`src/verilog/spongent_pkg.sv`:
```
// Spongent-88 shared definitions
package spongent_pkg;

    localparam int STATE_BITS    = 88;
    localparam int RATE_BITS     = 8;
    localparam int DIGEST_BITS   = 88;
    localparam int ROUNDS        = 45;
    localparam int SQUEEZE_BYTES = 11;

    localparam int LFSR_BITS                  = 6;
    localparam logic [LFSR_BITS-1:0] LFSR_INIT = 6'h05;
    localparam logic [LFSR_BITS-1:0] LFSR_TAPS = 6'h30; // x^6 + x^5 + 1.

    localparam logic [RATE_BITS-1:0] PAD_BYTE = 8'h80;

    // Word addresses of the register map.
    localparam logic [2:0] ADDR_DATA   = 3'd0;
    localparam logic [2:0] ADDR_CTRL   = 3'd1;
    localparam logic [2:0] ADDR_STATUS = 3'd2;
    localparam logic [2:0] ADDR_DIG0   = 3'd3;
    localparam logic [2:0] ADDR_DIG1   = 3'd4;
    localparam logic [2:0] ADDR_DIG2   = 3'd5;

    localparam logic [1:0] LOAD_KEEP   = 2'd0;
    localparam logic [1:0] LOAD_ABSORB = 2'd1;
    localparam logic [1:0] LOAD_PAD    = 2'd2;

    // Controller states.
    localparam logic [2:0] ST_IDLE         = 3'd0;
    localparam logic [2:0] ST_ABSORB_PERM  = 3'd1;
    localparam logic [2:0] ST_PAD_PERM     = 3'd2;
    localparam logic [2:0] ST_SQUEEZE_TAKE = 3'd3;
    localparam logic [2:0] ST_SQUEEZE_PERM = 3'd4;
    localparam logic [2:0] ST_FINISHED     = 3'd5;

    function automatic logic [3:0] sbox4(input logic [3:0] x);
        case (x)
            4'h0: return 4'hE;
            4'h1: return 4'hD;
            4'h2: return 4'hB;
            4'h3: return 4'h0;
            4'h4: return 4'h2;
            4'h5: return 4'h1;
            4'h6: return 4'h4;
            4'h7: return 4'hF;
            4'h8: return 4'h7;
            4'h9: return 4'hA;
            4'hA: return 4'h8;
            4'hB: return 4'h5;
            4'hC: return 4'h9;
            4'hD: return 4'hC;
            4'hE: return 4'h3;
            default: return 4'h6;
        endcase
    endfunction

    function automatic logic [STATE_BITS-1:0] p_layer(input logic [STATE_BITS-1:0] x);
        logic [STATE_BITS-1:0] y;
        y[STATE_BITS-1] = x[STATE_BITS-1]; // Top bit stays in place.
        for (int i = 0; i < STATE_BITS - 1; i++) begin
            y[(i * (STATE_BITS / 4)) % (STATE_BITS - 1)] = x[i];
        end
        return y;
    endfunction

endpackage

```
`src/verilog/round_counter.sv`:
```
// Permutation round timer
module round_counter (
    input  logic                              clk,
    input  logic                              rst,
    input  logic                              perm_start,
    output logic [spongent_pkg::LFSR_BITS-1:0] lfsr_state,
    output logic                              perm_last,
    output logic                              running
);

    logic [$clog2(spongent_pkg::ROUNDS)-1:0] round_idx;
    logic [spongent_pkg::LFSR_BITS-1:0]      lfsr_next;

    // Shift left with feedback from the tapped bits.
    assign lfsr_next = {lfsr_state[spongent_pkg::LFSR_BITS-2:0],
                        ^(lfsr_state & spongent_pkg::LFSR_TAPS)};

    assign perm_last = running && (int'(round_idx) == spongent_pkg::ROUNDS - 1);

    always_ff @(posedge clk) begin
        if (rst) begin
            running    <= 1'b0;
            round_idx  <= '0;
            lfsr_state <= spongent_pkg::LFSR_INIT;
        end else if (perm_start) begin
            running    <= 1'b1;
            round_idx  <= '0;
            lfsr_state <= spongent_pkg::LFSR_INIT;
        end else if (running) begin
            round_idx  <= round_idx + 1'b1;
            lfsr_state <= lfsr_next;
            if (perm_last) begin
                running <= 1'b0; // Last round applied this cycle.
            end
        end
    end

endmodule

```
`src/verilog/spongent_round.sv`:
```
// Spongent permutation datapath
module spongent_round (
    input  logic                                clk,
    input  logic                                rst,
    input  logic                                perm_start,
    input  logic                                running,
    input  logic [1:0]                          load_sel,
    input  logic [spongent_pkg::RATE_BITS-1:0]  msg_byte,
    input  logic [spongent_pkg::LFSR_BITS-1:0]  lfsr_state,
    input  logic                                clear,
    output logic [spongent_pkg::STATE_BITS-1:0] state
);

    logic [spongent_pkg::LFSR_BITS-1:0]  lfsr_rev;
    logic [spongent_pkg::STATE_BITS-1:0] rc_state;
    logic [spongent_pkg::STATE_BITS-1:0] sbox_state;
    logic [spongent_pkg::STATE_BITS-1:0] round_out;
    logic [spongent_pkg::STATE_BITS-1:0] load_val;

    assign lfsr_rev = {<<{lfsr_state}};

    // Round constant at both ends, then S-box layer and bit permutation.
    always_comb begin
        rc_state = state;
        rc_state[spongent_pkg::LFSR_BITS-1:0] =
            state[spongent_pkg::LFSR_BITS-1:0] ^ lfsr_state;
        rc_state[spongent_pkg::STATE_BITS-1 -: spongent_pkg::LFSR_BITS] =
            state[spongent_pkg::STATE_BITS-1 -: spongent_pkg::LFSR_BITS] ^ lfsr_rev;
        for (int n = 0; n < spongent_pkg::STATE_BITS / 4; n++) begin
            sbox_state[4*n +: 4] = spongent_pkg::sbox4(rc_state[4*n +: 4]);
        end
        round_out = spongent_pkg::p_layer(sbox_state);
    end

    // Rate block sits in the top byte.
    always_comb begin
        load_val = state;
        case (load_sel)
            spongent_pkg::LOAD_ABSORB: begin
                load_val[spongent_pkg::STATE_BITS-1 -: spongent_pkg::RATE_BITS] =
                    state[spongent_pkg::STATE_BITS-1 -: spongent_pkg::RATE_BITS] ^ msg_byte;
            end
            spongent_pkg::LOAD_PAD: begin
                load_val[spongent_pkg::STATE_BITS-1 -: spongent_pkg::RATE_BITS] =
                    state[spongent_pkg::STATE_BITS-1 -: spongent_pkg::RATE_BITS]
                    ^ spongent_pkg::PAD_BYTE;
            end
            default: load_val = state;
        endcase
    end

    always_ff @(posedge clk) begin
        if (rst || clear) begin
            state <= '0;
        end else if (perm_start) begin
            state <= load_val;
        end else if (running) begin
            state <= round_out; // One round per cycle.
        end
    end

endmodule

```
`src/verilog/sponge_ctrl.sv`:
```
// Sponge sequencing FSM
module sponge_ctrl (
    input  logic       clk,
    input  logic       rst,
    input  logic       absorb_req,
    input  logic       finish_req,
    input  logic       clear_req,
    input  logic       perm_last,
    output logic       perm_start,
    output logic [1:0] load_sel,
    output logic       take,
    output logic       busy,
    output logic       done,
    output logic       clear
);

    logic [2:0] state_q;
    logic [2:0] state_d;
    logic [3:0] take_cnt;
    logic       last_take;

    assign last_take = int'(take_cnt) == spongent_pkg::SQUEEZE_BYTES - 1;
    assign clear     = clear_req;
    assign done      = state_q == spongent_pkg::ST_FINISHED;

    // A request seen in idle counts as busy at once.
    always_comb begin
        case (state_q)
            spongent_pkg::ST_IDLE:         busy = absorb_req || finish_req;
            spongent_pkg::ST_ABSORB_PERM:  busy = 1'b1;
            spongent_pkg::ST_PAD_PERM:     busy = 1'b1;
            spongent_pkg::ST_SQUEEZE_TAKE: busy = 1'b1;
            spongent_pkg::ST_SQUEEZE_PERM: busy = 1'b1;
            default:                       busy = 1'b0;
        endcase
    end

    always_comb begin
        state_d    = state_q;
        perm_start = 1'b0;
        load_sel   = spongent_pkg::LOAD_KEEP;
        take       = 1'b0;
        case (state_q)
            spongent_pkg::ST_IDLE: begin
                if (absorb_req) begin
                    perm_start = 1'b1;
                    load_sel   = spongent_pkg::LOAD_ABSORB;
                    state_d    = spongent_pkg::ST_ABSORB_PERM;
                end else if (finish_req) begin
                    perm_start = 1'b1;
                    load_sel   = spongent_pkg::LOAD_PAD;
                    state_d    = spongent_pkg::ST_PAD_PERM;
                end
            end
            spongent_pkg::ST_ABSORB_PERM: begin
                if (perm_last) begin
                    state_d = spongent_pkg::ST_IDLE;
                end
            end
            spongent_pkg::ST_PAD_PERM: begin
                if (perm_last) begin
                    state_d = spongent_pkg::ST_SQUEEZE_TAKE;
                end
            end
            spongent_pkg::ST_SQUEEZE_TAKE: begin
                take = 1'b1;
                if (last_take) begin
                    state_d = spongent_pkg::ST_FINISHED; // No permutation after the last byte.
                end else begin
                    perm_start = 1'b1;
                    state_d    = spongent_pkg::ST_SQUEEZE_PERM;
                end
            end
            spongent_pkg::ST_SQUEEZE_PERM: begin
                if (perm_last) begin
                    state_d = spongent_pkg::ST_SQUEEZE_TAKE;
                end
            end
            spongent_pkg::ST_FINISHED: state_d = spongent_pkg::ST_FINISHED;
            default: state_d = spongent_pkg::ST_IDLE;
        endcase
        if (clear_req) begin
            state_d    = spongent_pkg::ST_IDLE;
            perm_start = 1'b0;
            take       = 1'b0;
        end
    end

    always_ff @(posedge clk) begin
        if (rst) begin
            state_q  <= spongent_pkg::ST_IDLE;
            take_cnt <= '0;
        end else begin
            state_q <= state_d;
            if (clear_req) begin
                take_cnt <= '0;
            end else if (take) begin
                take_cnt <= take_cnt + 1'b1;
            end
        end
    end

endmodule

```
`src/verilog/digest_shift.sv`:
```
// Squeezed digest collector
module digest_shift (
    input  logic                                 clk,
    input  logic                                 rst,
    input  logic                                 clear,
    input  logic                                 take,
    input  logic [spongent_pkg::RATE_BITS-1:0]   top_byte,
    output logic [spongent_pkg::DIGEST_BITS-1:0] digest
);

    // First byte out ends up in the top byte.
    always_ff @(posedge clk) begin
        if (rst || clear) begin
            digest <= '0;
        end else if (take) begin
            digest <= {digest[spongent_pkg::DIGEST_BITS-spongent_pkg::RATE_BITS-1:0],
                       top_byte};
        end
    end

endmodule

```
`src/verilog/wb_regs.sv`:
```
// Wishbone register slave
module wb_regs (
    input  logic                                 clk,
    input  logic                                 rst,
    input  logic                                 cyc,
    input  logic                                 stb,
    input  logic                                 we,
    input  logic [2:0]                           adr,
    input  logic [31:0]                          dat_w,
    output logic [31:0]                          dat_r,
    output logic                                 ack,
    input  logic                                 busy,
    input  logic                                 done,
    input  logic [spongent_pkg::DIGEST_BITS-1:0] digest,
    output logic                                 absorb_req,
    output logic                                 finish_req,
    output logic                                 clear_req,
    output logic [spongent_pkg::RATE_BITS-1:0]   msg_byte
);

    logic        req;
    logic        is_cmd;
    logic        cmd_accept;
    logic        plain_ack;
    logic [31:0] rd_word;

    assign req    = cyc && stb && !ack; // Ack blocks a second accept of the same access.
    assign is_cmd = (adr == spongent_pkg::ADDR_DATA) || (adr == spongent_pkg::ADDR_CTRL);

    assign cmd_accept = req && we && is_cmd && !busy;
    assign plain_ack  = req && !(we && is_cmd);

    always_comb begin
        case (adr)
            spongent_pkg::ADDR_STATUS: rd_word = {30'd0, done, busy};
            spongent_pkg::ADDR_DIG0:   rd_word = {8'd0, digest[87:64]};
            spongent_pkg::ADDR_DIG1:   rd_word = digest[63:32];
            spongent_pkg::ADDR_DIG2:   rd_word = digest[31:0];
            default:                   rd_word = 32'd0;
        endcase
    end

    always_ff @(posedge clk) begin
        if (rst) begin
            ack        <= 1'b0;
            absorb_req <= 1'b0;
            finish_req <= 1'b0;
            clear_req  <= 1'b0;
        end else begin
            ack        <= cmd_accept || plain_ack;
            absorb_req <= cmd_accept && (adr == spongent_pkg::ADDR_DATA);
            finish_req <= cmd_accept && (adr == spongent_pkg::ADDR_CTRL) && dat_w[0];
            clear_req  <= cmd_accept && (adr == spongent_pkg::ADDR_CTRL) && dat_w[1];
        end
    end

    always_ff @(posedge clk) begin
        if (cmd_accept && (adr == spongent_pkg::ADDR_DATA)) begin
            msg_byte <= dat_w[7:0];
        end
        if (req && !we) begin
            dat_r <= rd_word;
        end
    end

endmodule

```
`src/verilog/spongent_wb_top.sv`:
```
// Spongent-88 Wishbone core
module spongent_wb_top (
    input  logic        clk,
    input  logic        rst,
    input  logic        cyc,
    input  logic        stb,
    input  logic        we,
    input  logic [2:0]  adr,
    input  logic [31:0] dat_w,
    output logic [31:0] dat_r,
    output logic        ack
);

    logic                                 busy;
    logic                                 done;
    logic                                 absorb_req;
    logic                                 finish_req;
    logic                                 clear_req;
    logic [spongent_pkg::RATE_BITS-1:0]   msg_byte;
    logic                                 perm_start;
    logic [1:0]                           load_sel;
    logic                                 take;
    logic                                 clear;
    logic                                 perm_last;
    logic                                 running;
    logic [spongent_pkg::LFSR_BITS-1:0]   lfsr_state;
    logic [spongent_pkg::STATE_BITS-1:0]  state;
    logic [spongent_pkg::DIGEST_BITS-1:0] digest;

    wb_regs u_regs (
        .clk(clk), .rst(rst), .cyc(cyc), .stb(stb), .we(we), .adr(adr),
        .dat_w(dat_w), .dat_r(dat_r), .ack(ack), .busy(busy), .done(done),
        .digest(digest), .absorb_req(absorb_req), .finish_req(finish_req),
        .clear_req(clear_req), .msg_byte(msg_byte)
    );

    sponge_ctrl u_ctrl (
        .clk(clk), .rst(rst), .absorb_req(absorb_req), .finish_req(finish_req),
        .clear_req(clear_req), .perm_last(perm_last), .perm_start(perm_start),
        .load_sel(load_sel), .take(take), .busy(busy), .done(done), .clear(clear)
    );

    round_counter u_rounds (
        .clk(clk), .rst(rst), .perm_start(perm_start), .lfsr_state(lfsr_state),
        .perm_last(perm_last), .running(running)
    );

    spongent_round u_perm (
        .clk(clk), .rst(rst), .perm_start(perm_start), .running(running),
        .load_sel(load_sel), .msg_byte(msg_byte), .lfsr_state(lfsr_state),
        .clear(clear), .state(state)
    );

    digest_shift u_digest (
        .clk(clk), .rst(rst), .clear(clear), .take(take),
        .top_byte(state[spongent_pkg::STATE_BITS-1 -: spongent_pkg::RATE_BITS]),
        .digest(digest)
    );

endmodule

```
`config.mk`:
```
export PLATFORM = sky130hd
export DESIGN_NAME = spongent_wb_top
export DESIGN_NICKNAME = d
export VERILOG_FILES = /design/src/verilog/spongent_pkg.sv /design/src/verilog/round_counter.sv /design/src/verilog/spongent_round.sv /design/src/verilog/sponge_ctrl.sv /design/src/verilog/digest_shift.sv /design/src/verilog/wb_regs.sv /design/src/verilog/spongent_wb_top.sv
export SDC_FILE = /design/constraint.sdc
export NUM_CORES = 1
export LEC_CHECK = 0
export ABC_AREA = 1
export BUFFER_PORTS_ARGS = -buffer_cell sky130_fd_sc_hd__buf_2
export CELL_PAD_IN_SITES_DETAIL_PLACEMENT = 1
export CELL_PAD_IN_SITES_GLOBAL_PLACEMENT = 2
export CORE_UTILIZATION = 39
export CTS_CLUSTER_DIAMETER = 60
export DETAILED_ROUTE_END_ITERATION = 8
export PLACE_DENSITY = 0.86
export SETUP_SLACK_MARGIN = 0.02
export SLEW_MARGIN = 10
export SYNTH_ARGS = -nofsm -noshare
export SYNTH_HDL_FRONTEND = slang
export SYNTH_HIERARCHICAL = 1
export SYNTH_SLANG_ARGS = --single-unit
```
`constraint.sdc`:
```
create_clock -name clk -period 5.4 [get_ports clk]
set_input_delay 0.81 -clock clk [delete_from_list [all_inputs] [get_ports clk]]
set_output_delay 0.81 -clock clk [all_outputs]
set_load 0.05 [all_outputs]
```
### Yosys cells after proc, flatten, opt, wreduce, memory -nomap -nowiden

Memories as Yosys holds them, arrays and structs flattened. A register that Yosys moved wholly into a read port is not among the register bits.
Index checks and enable logic that the tools add are counted.

* register bits after elaboration: 240
* bits in read-only memories: 1408
* input port bits: 40
* output and inout bits: 33
* logic and storage cells: 157
* memories kept: 22

Memories
* (name not given): words 16, bits a word 4, rd ports 1, clocked after memory_dff 0, write ports 0, RTL line spongent_pkg.sv:37 `case (x)`
* (name not given): words 16, bits a word 4, rd ports 1, clocked after memory_dff 0, write ports 0, RTL line spongent_pkg.sv:37
* (name not given): words 16, bits a word 4, rd ports 1, clocked after memory_dff 1, write ports 0, RTL line spongent_pkg.sv:37
* (name not given): words 16, bits a word 4, rd ports 1, clocked after memory_dff 1, write ports 0, RTL line spongent_pkg.sv:37
* (name not given): words 16, bits a word 4, rd ports 1, clocked after memory_dff 1, write ports 0, RTL line spongent_pkg.sv:37
* (name not given): words 16, bits a word 4, rd ports 1, clocked after memory_dff 1, write ports 0, RTL line spongent_pkg.sv:37
* +16 memories

* $add $sub $neg: 2
* equal/unequal tests: 20
* mux-type cells: 60
* bitwise gates (word level): 5
* reduce and logical (&&, ||, !) cells: 33

Operators by type and width (number)
* 88-bit 2-to-1 mux: 2
* 4-bit 2-to-1 mux: 36
* 32-bit case mux with 4 select lines: 1
* 8-bit case mux with 2 select lines: 1
* 3-bit case mux with 5 select lines: 1
* 1-bit logical AND: 13
* 3-bit by 2-bit == test with 1-bit output, second input constant: 4
* 3-bit == test, second input constant: 4
* 3-bit 2-to-1 mux: 4
* 6-bit XOR: 2
* 1-bit 2-to-1 mux: 10
* 8-bit XOR: 1
* 6-bit by 1-bit adder with 6-bit output, second input constant: 1
* 3-bit by 1-bit == test with 1-bit output, second input constant: 2
* 6-bit == test, second input constant: 1
* 3-bit logical NOT: 2
* 2-bit 2-to-1 mux: 3
* 3-bit AND reduction: 2
* 2-bit OR reduction: 3
* 6-bit parity: 1
* 4-bit by 1-bit adder with 4-bit output, second input constant: 1
* 4-bit == test, second input constant: 1
* 1-bit logical NOT: 4
* 1-bit logical OR: 4
* 11 further kinds: 16

### Longest topological paths before layout

* word-level depth: 8
* mapped depth: 19
* depth with buffers taken out: 17

### Modules after synthesis

The synthesis kept the hierarchy.

Modules (own cells, without submodules)
* spongent_round: times used 1, cells each 1182, area an instance 8876.0 um2, sequential area each 3203.1 um2
* digest_shift: times used 1, cells each 558, area an instance 3587.2 um2, sequential area each 1761.7 um2
* wb_regs: times used 1, cells each 212, area an instance 1991.9 um2, sequential area each 1281.2 um2
* round_counter: times used 1, cells each 79, area an instance 635.6 um2, sequential area each 260.2 um2
* sponge_ctrl: times used 1, cells each 81, area an instance 488.0 um2, sequential area each 140.1 um2

### Worst setup path after synthesis

No wires, ideal clock.

* path type: register to register
* start: reg u_ctrl.state_q[2]
* end: reg, netlist name u_perm/round_out[18]
* setup time: 72 ps
* data arrival time: 2951 ps
* data required time: 5328 ps
* path slack: 2377 ps
* cell stages (with the launch flop): 17
* path buffers: 2
* period minus slack after synthesis: 3023 ps
* path through: dfxtp_1 -> inv_1 -> nand2_1 -> nor2_1 -> o21ai_0 -> a21oi_1 -> inv_2 -> nand2_4 -> buf_6 -> buf_6 -> nor2_2 -> nor3_4 -> inv_2 -> ha_1 -> or2_2 -> o21ai_2 -> xor2_1

* cells in the longest elaborated chain, start to end: 7
* elaborated cells between the ends (all ways): 8
* those cells by class: eq/ne (1); mux (4); bitwise (1); reduce/logical (2)

RTL lines
* start: declaration: RTL line sponge_ctrl.sv:17 `logic [2:0] state_q;`
* start signal: assignment: RTL line sponge_ctrl.sv:91 `state_q <= spongent_pkg::ST_IDLE;`
* start signal: assignment: RTL line sponge_ctrl.sv:94 `state_q <= state_d;`
* 3-bit by 2-bit == test with 1-bit output / 3-bit logical NOT (equally long branches): RTL line sponge_ctrl.sv:43 `case (state_q)`
* 1-bit case mux with 2 select lines (*): RTL line sponge_ctrl.sv:43
* 1-bit 2-to-1 mux (*): RTL line sponge_ctrl.sv:82 `if (clear_req) begin`
* net perm_start: RTL line spongent_wb_top.sv:20 `logic perm_start;`
* 1-bit NOT (no source line) (*)
* 2-bit AND reduction (no source line) (*)
* 4-bit 2-to-1 mux (no source line) (*) (2 in series)

The timed path passes the listed nets; every way through them passes the cells marked *.
A chain may end at the register's enable or synchronous reset.

### Final worst setup path

* start: reg u_ctrl.state_q[0]
* end: reg, netlist name u_perm/round_out[47]

* cells in the longest elaborated chain, start to end: 7
* elaborated cells between the ends (all ways): 8
* those cells by class: eq/ne (1); mux (4); bitwise (1); reduce/logical (2)

RTL lines (RTL line)
* 3-bit by 2-bit == test with 1-bit output / 3-bit logical NOT (equally long branches): sponge_ctrl.sv:43
* 1-bit case mux with 2 select lines (*): sponge_ctrl.sv:43
* 1-bit 2-to-1 mux (*): sponge_ctrl.sv:82
* net perm_start: spongent_wb_top.sv:20
* 1-bit NOT (no source line) (*)
* 2-bit AND reduction (no source line) (*)
* 4-bit 2-to-1 mux (no source line) (*) (2 in series)

Marks and branches as above.

==> results.py <==
metrics = {
    "clock_network": {
        "htreeDepth": 2,
        "clock_sinks": 312,
        "clkSlewWorstSetupHoldPaths_ns": 0.06,
        "clockBufferDepth": 3,
        "root_buffer": "clkbuf_16",
        "cts_made_buffers": 39,
        "cts_tree": "yes",
        "hold_buffers": 0,
        "cts_resized": 0,
        "insertion_delay_ns": 0.55,
        "post_cts.repair.setup_buffers": 0,
    },
    "placement": {
        "io_buffer_count": 48,
        "place.detailed.hpwl_microns": 26300,
        "place_ws_ns": 1.80,
        "gp_congestion": 0.800,
    },
    "sta": {
        "slew_viol_final": 0,
        "finClkSkew_ns": 0.0195,
        "fin_crit_ns": 3.59,
        "worst_hold_slack_ns": 0.437,
        "relSlewSlack": 0.339,
        "grt_setup_unrepaired": "no",
        "period_share": 0.664,
        "finalWorstSetupSlack_ns": 1.81,
        "fin_tns_setup_ns": 0,
        "fmax_ghz": 0.279,
        "final-setup-viol-count": 0,
        "hold_violations": 0,
        "worstMarginPinSlew_ns": 0.990,
    },
    "job": {
        "maxCapViolations": 0,
    },
    "global_routing": {
        "grt_max_degree": 177,
        "grt_pass1_vias": 13074,
        "grt_overflow_total": 0,
        "grt_first_pass_wirelength_microns": 63700,
        "gr-usage-all-layers": 0.190,
        "grt_antenna_before_repair": 0,
    },
    "power_and_ir_drop": {
        "p_int_w": 0.00411,
        "swShare": 0.219,
        "vdd_drop_max_uv": 165,
        "power_switching_w": 0.00115,
        "power.total_w": 0.00527,
        "leakage_nw": 8.02,
        "pwr-share-comb": 0.028,
        "power_frac_seq": 0.450,
        "powerDensity_nw_per_um2": 302,
        "clkPwrFrac": 0.522,
    },
    "synth": {
        "async_flop_share": 0,
        "ys_warn_count": 6,
        "synth_edf_count": 40,
        "synthMostInstantiatedCell": "nand2_1",
        "ys.flop_type": "dfxtp_1",
        "synth-seq-cells": 312,
        "syn-instance-count": 2112,
        "synth_seq_area_share": 0.427,
        "synth.largest_area_cell": "dfxtp_1",
        "yosysTopAreaCellShare": 0.350,
        "syn_area_per_cell_sq_um": 7.38,
        "synth.distinct_cells": 45,
        "synthesis.nets": 2236,
        "synthTopCellsByArea": "dfxtp_1, nand2_1, nor2_1",
        "netlist_top_cells_count": "nand2_1, nor2_1, dfxtp_1",
        "netlist_area_sq_um": 15600,
    },
    "detailed_routing": {
        "first_iter_violations": 476,
        "vias": 12878,
        "ant_nets": 0,
        "post_drt_wl_per_cell_microns": 14.2,
        "dr.pass1.iters": 4,
        "finalWirelength_microns": 38100,
        "route.detailed.drc": 0,
        "avgViaCountPerCell": 4.80,
    },
    "floorplan": {
        "dieWidth_microns": 202,
        "num_rows": 72,
        "die_y_microns": 202,
        "fp.coreArea_sq_um": 39000,
        "start_util": 0.399,
        "ios": 73,
        "fp.dieArea_sq_um": 40700,
    },
    "cells_and_area": {
        "drive_above_1_share": 0.107,
        "fin_util": 0.447,
        "area_delta_synth_final_pct": 12.0,
        "nets": 2260,
        "n_antenna_cell": 0,
    },
    "critical_path": {
        "crit_path_end_kind": "register",
        "critPathArrivalTime_ns": 4.01,
        "cp.required_ns": 5.82,
        "crit_type": "reg -> reg",
        "path_max_fanout": 39,
        "startpoint_type": "register",
    },
    "worst_hold_path": {
        "hp-class": "in -> reg",
    },
    "run_status": {
        "outcome": "finished, final reports clean",
    },
}
[cell families after synthesis]
logic type	share of synthesized area
AOI/OAI and AO/OA	0.0685
xor gates and xnor gates	0.0208
adders and majority gates	0.0675
buffers and inverters	0.0974
DFF	0.427
and+or+nand+nor	0.319
[final timing paths]
kind,cells past startpoint,endpoint,from,slack [ns]
max,15,u_perm/round_out[47]$_DFF_P_,u_ctrl/state_q[0]$_SDFFE_PP0P_,1.81
max reg2reg,15,u_perm/round_out[47]$_DFF_P_,u_ctrl/state_q[0]$_SDFFE_PP0P_,1.81
min,1,u_regs/msg_byte[3]$_DFFE_PP_,dat_w[3],0.44
min reg2reg,2,u_digest/digest[84]$_SDFFE_PP0P_,u_digest/digest[84]$_SDFFE_PP0P_,0.47
[power groups by stage]
stage | sequential, W | clock, W | combinational [W]
6_report | 0.00237 | 0.00275 | 0.000148
5_1_grt | 0.00237 | 0.00293 | 0.000165
4_1_cts | 0.00237 | 0.00284 | 0.000152
2_1_floorplan | 0.00244 | 0 | 0.0000862
3_5_place_dp | 0.00242 | 0 | 0.000151
3_3_place_gp | 0.00242 | 0 | 0.000149
[worst max-delay path: stages, from the launching register on]
cell	delay, ns
dfxtp_1	0.43
inv_2	0.14
nor2_1	0.23
o21ai_0	0.18
a21oi_1	0.16
buf_4	0.21
inv_2	0.06
nand2_4	0.36
buf_4	0.30
nor2_1	0.09
nor3_2	0.29
inv_1	0.14
ha_1	0.32
or2_2	0.34
o211ai_1	0.09
o21ai_1	0.09
[cell type report]
class	count	area, sq um
Multi-Input combinational cell	1458	7430
Clock buffer	55	1140
Timing Repair Buffer	61	363
Sequential cell	312	6650
Fill cell	4888	21600
Inverter	264	993
Clock inverter	16	229
Tap cell	518	648
[cells in the final DEF (no fill, tap or decap), drive strengths merged]
| cell type | instances |
|---|---|
| a211oi | 1 |
| nand3 | 111 |
| clkinv | 6 |
| clkinvlp | 1 |
| bufinv | 5 |
| nor2 | 334 |
| a21oi | 59 |
| edfxtp | 40 |
| xor2 | 23 |
| a31oi | 3 |
| clkbuf | 55 |
| buf | 61 |
| o31ai | 4 |
| a22o | 1 |
| or2 | 30 |
| inv | 268 |
| o211ai | 9 |
| a32oi | 2 |
| nor3 | 50 |
| a21boi | 1 |
| nand2 | 606 |
| dfxtp | 272 |
| xnor2 | 14 |
| ha | 84 |
| a22oi | 4 |
| o21bai | 1 |
| nand3b | 10 |
| o2bb2ai | 3 |
| nand4 | 6 |
| o21ai | 94 |
| o22ai | 8 |
[sequential cells by signal, summed over array words and instances, names as in the netlist]
| signal | flops |
|---|---|
| u_rounds/running | 1 |
| u_ctrl/take_cnt | 4 |
| u_regs/finish_req | 1 |
| u_regs/msg_byte | 8 |
| u_regs/absorb_req | 1 |
| u_regs/clear_req | 1 |
| u_perm/state | 88 |
| u_regs/ack | 1 |
| u_digest/digest | 88 |
| u_rounds/lfsr_state | 6 |
| u_rounds/round_idx | 6 |
| u_perm/round_out | 72 |
| u_regs/dat_r | 32 |
| u_ctrl/state_q | 3 |
[per-stage QoR]
step,cells,instance area [sq um]
5_1_grt,2684,17500
4_1_cts,2684,17500
3_5_place_dp,2613,16100
6_report,2684,17500
3_3_place_gp,2613,16100
2_1_floorplan,2112,15600
[per-layer routing]
layer | track usage | wire length, microns
met4 | 0.0446 | 623
met1 | 0.225 | 17300
met2 | 0.353 | 19200
met3 | 0.0324 | 1000
met5 | 0 | 0
Note: power is estimated with default switching activity, not from simulation.
